### src/rtl/fire_pkg.sv
package fire_pkg;

	typedef logic signed [15:0] data_t;
	typedef logic signed [7:0]  weight_t;
	typedef logic signed [31:0] acc_t;

	localparam int ADDR_W = 16;
	localparam int FRAC_SHIFT = 6;

	// one squeeze weight per input channel, room for 8 channels
	localparam weight_t SQ_W [8] = '{
		8'sd12,
		-8'sd7,
		8'sd20,
		8'sd5,
		-8'sd3,
		8'sd9,
		8'sd14,
		-8'sd11
	};

	localparam weight_t EX1_W = 8'sd18;

	// taps for previous, current and next pixel
	localparam weight_t EX3_W [3] = '{
		8'sd9,
		8'sd16,
		-8'sd5
	};

	// master side of a wishbone classic link
	typedef struct packed {
		logic              cyc;
		logic              stb;
		logic              we;
		logic [ADDR_W-1:0] adr;
		data_t             dat;
	} wb_req_t;

	// slave side
	typedef struct packed {
		logic  ack;
		data_t dat;
	} wb_rsp_t;

	// relu, scale down, saturate to the positive data_t range
	function automatic data_t quantize(input acc_t acc);
		acc_t sh;
		if (acc < 0)
			return '0;
		sh = acc >>> FRAC_SHIFT;
		if (sh > 32767)
			return 16'sd32767;
		return data_t'(sh);
	endfunction

endpackage

### src/rtl/expand_unit.sv
`timescale 1ns/1ps

module expand_unit import fire_pkg::*; #(
	parameter int PIXELS = 16
) (
	input  logic    clk,
	input  logic    rst,
	input  logic    start,
	output wb_req_t rd_req,
	input  wb_rsp_t rd_rsp,
	output wb_req_t ofm_req,
	input  wb_rsp_t ofm_rsp,
	output logic    done
);

	localparam int PW = (PIXELS > 1) ? $clog2(PIXELS) : 1;

	typedef enum logic [2:0] {
		S_IDLE,
		S_RD,
		S_W1,
		S_GAP,
		S_W3
	} state_t;

	state_t            state;
	logic [PW-1:0]     p;
	logic              tail; // writing the 3-tap of the last pixel
	logic              last_px;
	logic              tail_go;
	data_t             prev2;
	data_t             prev1;
	data_t             cur;
	acc_t              acc1;
	acc_t              acc3;
	logic [ADDR_W-1:0] base_adr;

	assign last_px = (p == PW'(PIXELS - 1));
	assign tail_go = ofm_rsp.ack && !tail && last_px &&
		((state == S_W1 && p == '0) || state == S_W3);
	assign base_adr = ADDR_W'(p) << 1;

	assign acc1 = acc_t'(EX1_W) * acc_t'(cur);
	assign acc3 = acc_t'(EX3_W[0]) * acc_t'(prev2) + acc_t'(EX3_W[1]) * acc_t'(prev1) +
		acc_t'(EX3_W[2]) * acc_t'(cur);

	always_ff @(posedge clk or negedge rst) begin
		if (!rst) begin
			state <= S_IDLE;
			p <= '0;
			tail <= 1'b0;
			done <= 1'b0;
		end else begin
			case (state)
				S_IDLE: if (start) begin
					p <= '0;
					tail <= 1'b0;
					done <= 1'b0;
					state <= S_RD;
				end
				S_RD: if (rd_rsp.ack)
					state <= S_W1;
				S_W1: if (ofm_rsp.ack) begin
					if (p != '0 || tail_go)
						state <= S_GAP; // 3-tap write follows
					else begin
						p <= p + 1'b1;
						state <= S_RD;
					end
					if (tail_go)
						tail <= 1'b1;
				end
				S_GAP: state <= S_W3;
				S_W3: if (ofm_rsp.ack) begin
					if (tail) begin
						done <= 1'b1;
						state <= S_IDLE;
					end else if (last_px) begin
						tail <= 1'b1;
						state <= S_GAP;
					end else begin
						p <= p + 1'b1;
						state <= S_RD;
					end
				end
				default: state <= S_IDLE;
			endcase
		end
	end

	// window slides on every read, and once more with a zero neighbour at the end
	always_ff @(posedge clk) begin
		if (state == S_IDLE && start) begin
			prev2 <= '0;
			prev1 <= '0;
			cur <= '0;
		end else if ((state == S_RD && rd_rsp.ack) || tail_go) begin
			prev2 <= prev1;
			prev1 <= cur;
			cur <= tail_go ? data_t'(0) : rd_rsp.dat;
		end
	end

	always_comb begin
		rd_req.cyc = (state == S_RD);
		rd_req.stb = (state == S_RD);
		rd_req.we = 1'b0;
		rd_req.adr = ADDR_W'(p);
		rd_req.dat = '0;
		ofm_req.cyc = (state == S_W1 || state == S_W3);
		ofm_req.stb = (state == S_W1 || state == S_W3);
		ofm_req.we = (state == S_W1 || state == S_W3);
		if (state == S_W1)
			ofm_req.adr = base_adr;
		else
			ofm_req.adr = tail ? base_adr + 1'b1 : base_adr - 1'b1;
		ofm_req.dat = (state == S_W1) ? quantize(acc1) : quantize(acc3);
	end

	a_ofm_range: assert property (@(posedge clk) disable iff (!rst)
		ofm_req.stb |-> ofm_req.adr < ADDR_W'(2 * PIXELS));

endmodule

### src/rtl/fire_top.sv
`timescale 1ns/1ps

module fire_top import fire_pkg::*; #(
	parameter int PIXELS = 16,
	parameter int IN_CH = 4,
	parameter int BUF_DEPTH = 4
) (
	input  logic    clk,
	input  logic    rst,
	input  logic    start,
	output wb_req_t ifm_req,
	input  wb_rsp_t ifm_rsp,
	output wb_req_t ofm_req,
	input  wb_rsp_t ofm_rsp,
	output logic    done
);

	wb_req_t sq_req;
	wb_rsp_t sq_rsp;
	wb_req_t ex_req;
	wb_rsp_t ex_rsp;

	squeeze_unit #(
		.PIXELS(PIXELS),
		.IN_CH (IN_CH)
	) i_squeeze (
		.clk    (clk),
		.rst    (rst),
		.start  (start),
		.ifm_req(ifm_req),
		.ifm_rsp(ifm_rsp),
		.sq_req (sq_req),
		.sq_rsp (sq_rsp)
	);

	fmap_buffer #(.BUF_DEPTH(BUF_DEPTH)) i_buffer (
		.clk   (clk),
		.rst   (rst),
		.start (start),
		.wr_req(sq_req),
		.wr_rsp(sq_rsp),
		.rd_req(ex_req),
		.rd_rsp(ex_rsp)
	);

	expand_unit #(.PIXELS(PIXELS)) i_expand (
		.clk    (clk),
		.rst    (rst),
		.start  (start),
		.rd_req (ex_req),
		.rd_rsp (ex_rsp),
		.ofm_req(ofm_req),
		.ofm_rsp(ofm_rsp),
		.done   (done)
	);

endmodule

### src/rtl/fmap_buffer.sv
`timescale 1ns/1ps

module fmap_buffer import fire_pkg::*; #(
	parameter int BUF_DEPTH = 4
) (
	input  logic    clk,
	input  logic    rst,
	input  logic    start,
	input  wb_req_t wr_req,
	output wb_rsp_t wr_rsp,
	input  wb_req_t rd_req,
	output wb_rsp_t rd_rsp
);

	localparam int PTR_W = (BUF_DEPTH > 1) ? $clog2(BUF_DEPTH) : 1;
	localparam int CNT_W = $clog2(BUF_DEPTH + 1);

	data_t            store [BUF_DEPTH];
	logic [PTR_W-1:0] wr_ptr;
	logic [PTR_W-1:0] rd_ptr;
	logic [CNT_W-1:0] count;
	logic             wr_ack;
	logic             rd_ack;
	data_t            rd_dat;
	logic             wr_go;
	logic             rd_go;

	function automatic logic [PTR_W-1:0] next_ptr(input logic [PTR_W-1:0] ptr);
		return (ptr == PTR_W'(BUF_DEPTH - 1)) ? '0 : ptr + 1'b1;
	endfunction

	// accept only on a fresh strobe, never in the ack cycle itself
	assign wr_go = wr_req.cyc && wr_req.stb && wr_req.we && !wr_ack &&
		(count != CNT_W'(BUF_DEPTH));
	assign rd_go = rd_req.cyc && rd_req.stb && !rd_req.we && !rd_ack && (count != '0);

	always_ff @(posedge clk or negedge rst) begin
		if (!rst) begin
			wr_ptr <= '0;
			rd_ptr <= '0;
			count <= '0;
			wr_ack <= 1'b0;
			rd_ack <= 1'b0;
		end else if (start) begin
			wr_ptr <= '0;
			rd_ptr <= '0;
			count <= '0;
			wr_ack <= 1'b0;
			rd_ack <= 1'b0;
		end else begin
			wr_ack <= wr_go;
			rd_ack <= rd_go;
			if (wr_go)
				wr_ptr <= next_ptr(wr_ptr);
			if (rd_go)
				rd_ptr <= next_ptr(rd_ptr);
			case ({wr_go, rd_go})
				2'b10: count <= count + 1'b1;
				2'b01: count <= count - 1'b1;
				default: ; // both or neither
			endcase
		end
	end

	always_ff @(posedge clk) begin
		if (wr_go)
			store[wr_ptr] <= wr_req.dat;
		if (rd_go)
			rd_dat <= store[rd_ptr]; // lines up with rd_ack
	end

	assign wr_rsp.ack = wr_ack;
	assign wr_rsp.dat = '0;
	assign rd_rsp.ack = rd_ack;
	assign rd_rsp.dat = rd_dat;

	a_count_max: assert property (@(posedge clk) disable iff (!rst)
		count <= CNT_W'(BUF_DEPTH));

	a_ack_stb: assert property (@(posedge clk) disable iff (!rst)
		(!wr_rsp.ack || wr_req.stb) && (!rd_rsp.ack || rd_req.stb));

endmodule

### src/rtl/squeeze_unit.sv
`timescale 1ns/1ps

module squeeze_unit import fire_pkg::*; #(
	parameter int PIXELS = 16,
	parameter int IN_CH = 4
) (
	input  logic    clk,
	input  logic    rst,
	input  logic    start,
	output wb_req_t ifm_req,
	input  wb_rsp_t ifm_rsp,
	output wb_req_t sq_req,
	input  wb_rsp_t sq_rsp
);

	localparam int PW = (PIXELS > 1) ? $clog2(PIXELS) : 1;
	localparam int CW = (IN_CH > 1) ? $clog2(IN_CH) : 1;

	typedef enum logic [1:0] {
		S_IDLE,
		S_RD,
		S_GAP,
		S_WR
	} state_t;

	state_t        state;
	logic [PW-1:0] p;
	logic [CW-1:0] c;
	acc_t          acc;
	acc_t          prod;

	assign prod = acc_t'(ifm_rsp.dat) * acc_t'(SQ_W[c]);

	always_ff @(posedge clk or negedge rst) begin
		if (!rst) begin
			state <= S_IDLE;
			p <= '0;
			c <= '0;
		end else begin
			case (state)
				S_IDLE: if (start) begin
					p <= '0;
					c <= '0;
					state <= S_RD;
				end
				S_RD: if (ifm_rsp.ack) begin
					if (c == CW'(IN_CH - 1))
						state <= S_WR; // all channels in, push the pixel
					else begin
						c <= c + 1'b1;
						state <= S_GAP;
					end
				end
				S_GAP: state <= S_RD; // idle cycle between reads
				S_WR: if (sq_rsp.ack) begin
					c <= '0;
					if (p == PW'(PIXELS - 1))
						state <= S_IDLE;
					else begin
						p <= p + 1'b1;
						state <= S_RD;
					end
				end
				default: state <= S_IDLE;
			endcase
		end
	end

	always_ff @(posedge clk) begin
		if (state == S_IDLE && start)
			acc <= '0;
		else if (state == S_WR && sq_rsp.ack)
			acc <= '0;
		else if (state == S_RD && ifm_rsp.ack)
			acc <= acc + prod;
	end

	always_comb begin
		ifm_req.cyc = (state == S_RD);
		ifm_req.stb = (state == S_RD);
		ifm_req.we = 1'b0;
		ifm_req.adr = ADDR_W'(p) * ADDR_W'(IN_CH) + ADDR_W'(c); // channel-major per pixel
		ifm_req.dat = '0;
		sq_req.cyc = (state == S_WR);
		sq_req.stb = (state == S_WR);
		sq_req.we = (state == S_WR);
		sq_req.adr = ADDR_W'(p);
		sq_req.dat = quantize(acc);
	end

	a_stb_in_cyc: assert property (@(posedge clk) disable iff (!rst)
		!(ifm_req.stb && !ifm_req.cyc) && !(sq_req.stb && !sq_req.cyc));

	// a pending read keeps its address until the memory answers
	a_ifm_hold: assert property (@(posedge clk) disable iff (!rst)
		ifm_req.stb && !ifm_rsp.ack |=> ifm_req.stb && $stable(ifm_req.adr));

endmodule

### config.mk
export PLATFORM = sky130hd
export DESIGN_NAME = fire_top
export DESIGN_NICKNAME = d
export VERILOG_FILES = /design/src/rtl/fire_pkg.sv /design/src/rtl/expand_unit.sv /design/src/rtl/fire_top.sv /design/src/rtl/fmap_buffer.sv /design/src/rtl/squeeze_unit.sv
export SDC_FILE = /design/constraint.sdc
export NUM_CORES = 1
export LEC_CHECK = 0
export CORE_UTILIZATION = 55
export DETAILED_ROUTE_END_ITERATION = 7
export DONT_BUFFER_PORTS = 1
export PLACE_DENSITY = 0.8
export SETUP_SLACK_MARGIN = 0.3
export SYNTH_ARGS = -nofsm -noshare
export SYNTH_HDL_FRONTEND = slang
export SYNTH_SLANG_ARGS = --single-unit
### constraint.sdc
create_clock -name clk -period 22 [get_ports clk]
set_input_delay 6.6 -clock clk [delete_from_list [all_inputs] [get_ports clk]]
set_output_delay 6.6 -clock clk [all_outputs]
set_load 0.03 [all_outputs]
==> results.yml, run 1 <==
logic_synthesis:
  yosys-top-cells-count: "inv_1 (282), ha_1 (209), fa_1 (195), nand2_1 (193), a21oi_1 (110)"
  synthCells: 1768
  synth_area_um2: 17600
  synthAdderAreaFrac_pct: 37.1
  yosysMostFrequentCell: "inv_1"
  synth_xor_area_share_pct: 3.19
  ys.flop_type: "edfxtp_1"
  yosys.area.top_type: "fa_1"
  synth_compound_area_share_pct: 9.33
  muxShareOfSynthArea_pct: 2.47
  async_flop_share_pct: 14.0
  yosys.area_share.simple_pct: 12.2
  ys_types: 68
  ys_ff_latch: 186
  synth_top_family_by_area: "adder cells"
  synth.area.top_cells: "fa_1 (22%), ha_1 (15%), edfxtp_1 (14%)"
  synth_warnings: 0
  synth_seq_area_share_pct: 26.5
  yosys.area.top_type_share_pct: 22.2
  syn_area_per_cell_um2: 9.93
  synth_edf_count: 80
sta:
  slew_violations: 0
  relSlewSlack_pct: 20.2
  finalCriticalPeriod_ns: 13.38
  worst_pin_slew_ns: 1.19
  period_share_pct: 60.8
  fin_hold_ws_ns: 0.471
  max_clock_freq_mhz: 74.7
  skew_ns: 0.0108
  finalSetupViolCount: 0
  hold_violations: 0
  rsz0062_at_grt: "false"
  tns_ns: 0
cells_and_area:
  diodes: 0
  final_nets: 2170
  final_core_util_pct: 58.1
  synthToLayoutAreaGrowth_pct: 4.13
  multi_input_area_um2: 11400
  design_area_um2: 18300
  layout-drive-gt1-share_pct: 4.42
  seq_area_um2: 4650
  num-fill-cells: 2542
worst_setup_path:
  crit_fanout: 16
  start_kind: "register"
  cp_slowest_cell: "dfxtp_1"
  critical-path-top-delay-family: "adder cells"
  crit_path_end_kind: "output pin"
  slowest_delay_ns: 0.69
  crit_type: "reg -> out"
  cp_num_buf_inv: 2
  crit_arrival_ns: 6.78
  crit_required_ns: 15.40
  crit_path_cell_trace: "ha_1, fa_1, fa_1, fa_1, inv_1, fa_1, inv_1, ha_1, a2111o_1, a211o_1, a41oi_2, o31ai_4, nor4_2, a21oi_2, mux2i_4, nand2b_1, o221ai_1"
  crit_top_cell: "fa_1"
detailed_routing:
  first_pass_iters: 5
  drt_iter0_drc: 478
  routed_wl_um: 32800
  wl_per_cell_um: 15.3
  ant_nets: 0
  vias_per_cell: 5.39
  num_vias: 11600
  drc: 0
grt:
  grt_pass1_wl_um: 57100
  grt_remaining_overflow: 0
  grt_max_degree: 49
  grt_pass1_vias: 12200
  grtUsageTotal_pct: 21.5
  antenna_found_initial: 0
clocking:
  clkTransAtPathRegs_ns: 0.07
  cts_inserted_buffers: 17
  root_buffer: "clkbuf_16"
  cts_tree: "done"
  clock-sinks: 186
  ctsHoldBuffers: 0
  h-tree-depth: 4
  cts_setup_buffers: 0
  ctsResizeCount: 0
  clk_path_buf_depth: 2
  clock_latency_ns: 0.43
placed_design:
  gp_congestion: 0.889
  post_dp_cell_area_um2: 17700
  dp_hpwl_um: 26200
  port_buffers: 0
floorplanning:
  die_height_um: 181
  fp.dieArea_um2: 32600
  die_w_um: 181
  core.rowCount: 65
  core-area_um2: 31500
  start_util_pct: 55.8
  ios: 108
worst_hold_path:
  min_path_type: "reg -> reg"
run:
  cap_violations: 0
status:
  status: "finished clean"
worst paths after layout:
path / slack, ns / startpoint / cells past startpoint / end
worst min register to register: 0.47 / i_expand.prev1[2]$_SDFFE_PP0P_ / 2 / i_expand.prev2[2]$_SDFFE_PP0P_
min in group asynchronous: 5.86 / rst / 0 / i_buffer.rd_ack$_DFF_PN0_
max in group asynchronous: 16.07 / rst / 0 / i_squeeze.p[0]$_DFFE_PN0P_
worst min-delay path: 0.47 / i_expand.prev1[2]$_SDFFE_PP0P_ / 2 / i_expand.prev2[2]$_SDFFE_PP0P_
worst max register to register: 14.91 / i_squeeze.c[1]$_DFFE_PN0P_ / 21 / i_squeeze.acc[30]$_SDFFE_PP0P_
worst max-delay path: 8.62 / i_expand.cur[15]$_SDFFE_PP0P_ / 17 / ofm_req[11]
tightest hold or removal path, delay by kind of cell (launching register included):
kind             cells  cell delay (ns)
flip-flops           1             0.32
AND/OR/NAND/NOR      1             0.06
AO/OA/AOI/OAI        1             0.05
area by class of cell:
cell class / instances / share of cell area, %
inverter: 282 / 5.79
multi-input combinational: 1233 / 62.5
timing repair buffer: 9 / 0.370
clock buffer: 19 / 2.37
clock inverter: 13 / 0.773
sequential: 186 / 25.5
tap: 402 / 2.75
per-layer routing:
layer / wire length [um] / track usage (%) / vias to the layer above / share of wire, %
met5: 0 / 0 / - / 0
met1: 14300 / 26.1 / 5725 / 43
met2: 17200 / 39.6 / 169 / 52
li1: - / - / 5632 / -
met3: 810 / 2.87 / 40 / 2.5
met4: 596 / 6.09 / 0 / 1.8
kinds of logic (layout without fill, tap and decap cells):
logic type	after synthesis	count (layout)
AO/OA/AOI/OAI	253	253
XOR/XNOR	64	64
adder cells (fa/ha/maj)	404	404
buffers and inverters	380	323
flip-flops	186	186
multiplexers	22	22
other	1	32
AND/OR/NAND/NOR	458	458
layout by cell type (no fill, tap or decap), types with 4 or more instances in the layout:
cell / count
mux4_2: 16
a211o_1: 4
a211oi_1: 16
mux2i_1: 5
xnor2_1: 37
and2_1: 29
nand4_1: 8
fa_1: 195
nand3_1: 13
conb_1: 32
clkbuf_16: 17
nand2_1: 193
o21a_1: 10
a21o_1: 15
buf_4: 9
o221ai_2: 4
a21oi_1: 110
and3_1: 6
dfrtp_1: 26
edfxtp_1: 80
nor3_1: 14
o22ai_1: 14
nand2b_1: 28
a31oi_1: 9
nor2b_1: 53
nor2_1: 91
or3_1: 7
ha_1: 209
o21ai_0: 32
inv_1: 282
dfxtp_1: 80
xor2_1: 27
flip-flops by register name, summed over array words and instances, names as in the netlist, 2 cells and up:
name	cells
i_buffer.store	64
i_squeeze.acc	32
i_buffer.rd_dat	16
i_expand.cur	16
i_expand.prev1	16
i_expand.prev2	16
i_expand.p	4
i_squeeze.p	4
i_buffer.count	3
i_expand.state	3
i_buffer.rd_ptr	2
i_buffer.wr_ptr	2
i_squeeze.c	2
i_squeeze.state	2
metrics by stage:
step           worst slack [ns]  instances
6_report                   8.62       2144
3_3_place_gp               9.15       2112
3_5_place_dp               9.04       2112
5_1_grt                    8.22       2144
2_1_floorplan              9.94       1799
4_1_cts                    8.57       2144
Power of run 1 is not shown: default switching activity piles up to over one toggle a cycle in this logic, so the estimate is an artifact.
==> inputs of run 2 (changes only) <==
Settings changed: PLACE_DENSITY 0.8 to 0.83.
Clock period 22 ns to 11.5 ns, I/O delays scaled along.
==> run 2 against run 1 <==
  * Setup slack worse by 7.4 ns
  * Non-clock buffer count unchanged
  * Utilization up 0.084 points
  * Via count up 1.1%
  * Routed wire length up 3.7%
==> results.yml, run 2 (synthesis results as in run 1) <==
clocking:
  clk_path_buf_depth: 2
  cts_setup_buffers: 0
  clkTransAtPathRegs_ns: 0.07
  cts_tree: "done"
  clock-sinks: 186
  clock_latency_ns: 0.44
  h-tree-depth: 4
  root_buffer: "clkbuf_16"
  cts_inserted_buffers: 17
  ctsResizeCount: 0
  ctsHoldBuffers: 0
worst_setup_path:
  crit_path_end_kind: "output pin"
  cp_slowest_cell: "dfxtp_1"
  crit_arrival_ns: 6.78
  crit_fanout: 16
  crit_required_ns: 8.05
  crit_type: "reg -> out"
  start_kind: "register"
  crit_path_cell_trace: "ha_1, fa_1, inv_1, fa_1, inv_1, fa_1, inv_1, fa_1, inv_1, ha_1, a2111o_1, a211o_1, a41oi_2, o31ai_4, nor4_2, a21oi_2, xor2_1, nand2b_1, o211ai_1"
  slowest_delay_ns: 0.70
placed_design:
  gp_congestion: 0.914
  dp_hpwl_um: 27300
  post_dp_cell_area_um2: 17700
  port_buffers: 0
  preCtsSetupSlack_ns: 1.68
sta:
  relSlewSlack_pct: 20.9
  worst_pin_slew_ns: 1.18
  finalCriticalPeriod_ns: 10.23
  rsz0062_at_grt: "false"
  slew_violations: 0
  layout_setup_ws_ns: 1.27
  finalSetupViolCount: 0
  hold_violations: 0
  skew_ns: 0.0102
  period_share_pct: 89.0
  fin_hold_ws_ns: 0.466
  tns_ns: 0
  max_clock_freq_mhz: 97.7
grt:
  grt_pass1_vias: 12600
  grt_max_degree: 49
  antenna_found_initial: 0
  grtUsageTotal_pct: 22.4
  grt_pass1_wl_um: 59600
  grt_remaining_overflow: 0
cells_and_area:
  reg.largest.list: "i_buffer.store (64), i_squeeze.acc (32)"
  layout_common_cells: "inv_1 (282), ha_1 (209), fa_1 (195)"
  final_common_cell: "inv_1"
  design_area_um2: 18300
  largest_reg_flops: 64
  top_register: "i_buffer.store"
  layout-drive-gt1-share_pct: 4.59
  diodes: 0
  synthToLayoutAreaGrowth_pct: 4.28
  final_nets: 2170
detailed_routing:
  num_vias: 11700
  routed_wl_um: 34100
  drc: 0
  first_pass_iters: 6
  wl_per_cell_um: 15.9
  ant_nets: 0
  vias_per_cell: 5.46
  drt_iter0_drc: 504
floorplanning:
  start_util_pct: 55.8
  core-area_um2: 31500
  die_height_um: 181
  ios: 108
  die_w_um: 181
  fp.dieArea_um2: 32600
  core.rowCount: 65
run:
  cap_violations: 0
status:
  status: "finished clean"
worst_hold_path:
  min_path_type: "reg -> reg"
[run 2: final cells by class]
| cell class | count | area (um^2) |
|---|---|---|
| fillers | 2519 | 13200 |
| multi-input cells | 1233 | 11400 |
| flip-flops and latches | 186 | 4650 |
| inverters | 282 | 1060 |
| clock buffers | 23 | 532 |
| well taps | 402 | 503 |
| clock inverters | 9 | 68.8 |
| repair buffers | 9 | 67.6 |
[run 2: stage by stage]
stage / std cells / utilization (%)
CTS: 2144 / 58.2
floorplan: 1799 / -
finish: 2144 / 58.2
global placement: 2112 / 56.3
detailed placement: 2112 / 56.3
global route: 2144 / 58.2
[run 2: worst paths after layout]
check                                              start                              to  slack [ns]  cells past startpoint
hold / removal             i_squeeze.acc[2]$_SDFFE_PP0P_   i_squeeze.acc[2]$_SDFFE_PP0P_        0.47                      2
hold reg to reg            i_squeeze.acc[2]$_SDFFE_PP0P_   i_squeeze.acc[2]$_SDFFE_PP0P_        0.47                      2
setup / recovery           i_expand.cur[15]$_SDFFE_PP0P_                      ofm_req[1]        1.27                     19
setup reg to reg              i_squeeze.c[1]$_DFFE_PN0P_  i_squeeze.acc[30]$_SDFFE_PP0P_        4.30                     21
min in group asynchronous                            rst       i_buffer.rd_ack$_DFF_PN0_        2.70                      0
max in group asynchronous                            rst  i_buffer.rd_ptr[1]$_DFFE_PN0P_        8.72                      0
[run 2: layer usage]
| metal | routed length [um] | global-route usage (%) |
|---|---|---|
| met1 | 14500 | 26.8 |
| met2 | 17900 | 41.5 |
| met3 | 770 | 2.36 |
| met4 | 819 | 7.76 |
| met5 | 0 | 0 |
[run 2: critical path, delay by kind of cell (launching register included)]
family,cells,cell delay [ns]
buffers and inverters,4,0.20
and+or+nand+nor,2,0.62
xor gates and xnor gates,1,0.55
adders and majority gates,6,2.71
DFF,1,0.70
AOI/OAI and AO/OA,6,1.53
Power of run 2 is left out for the same reason.
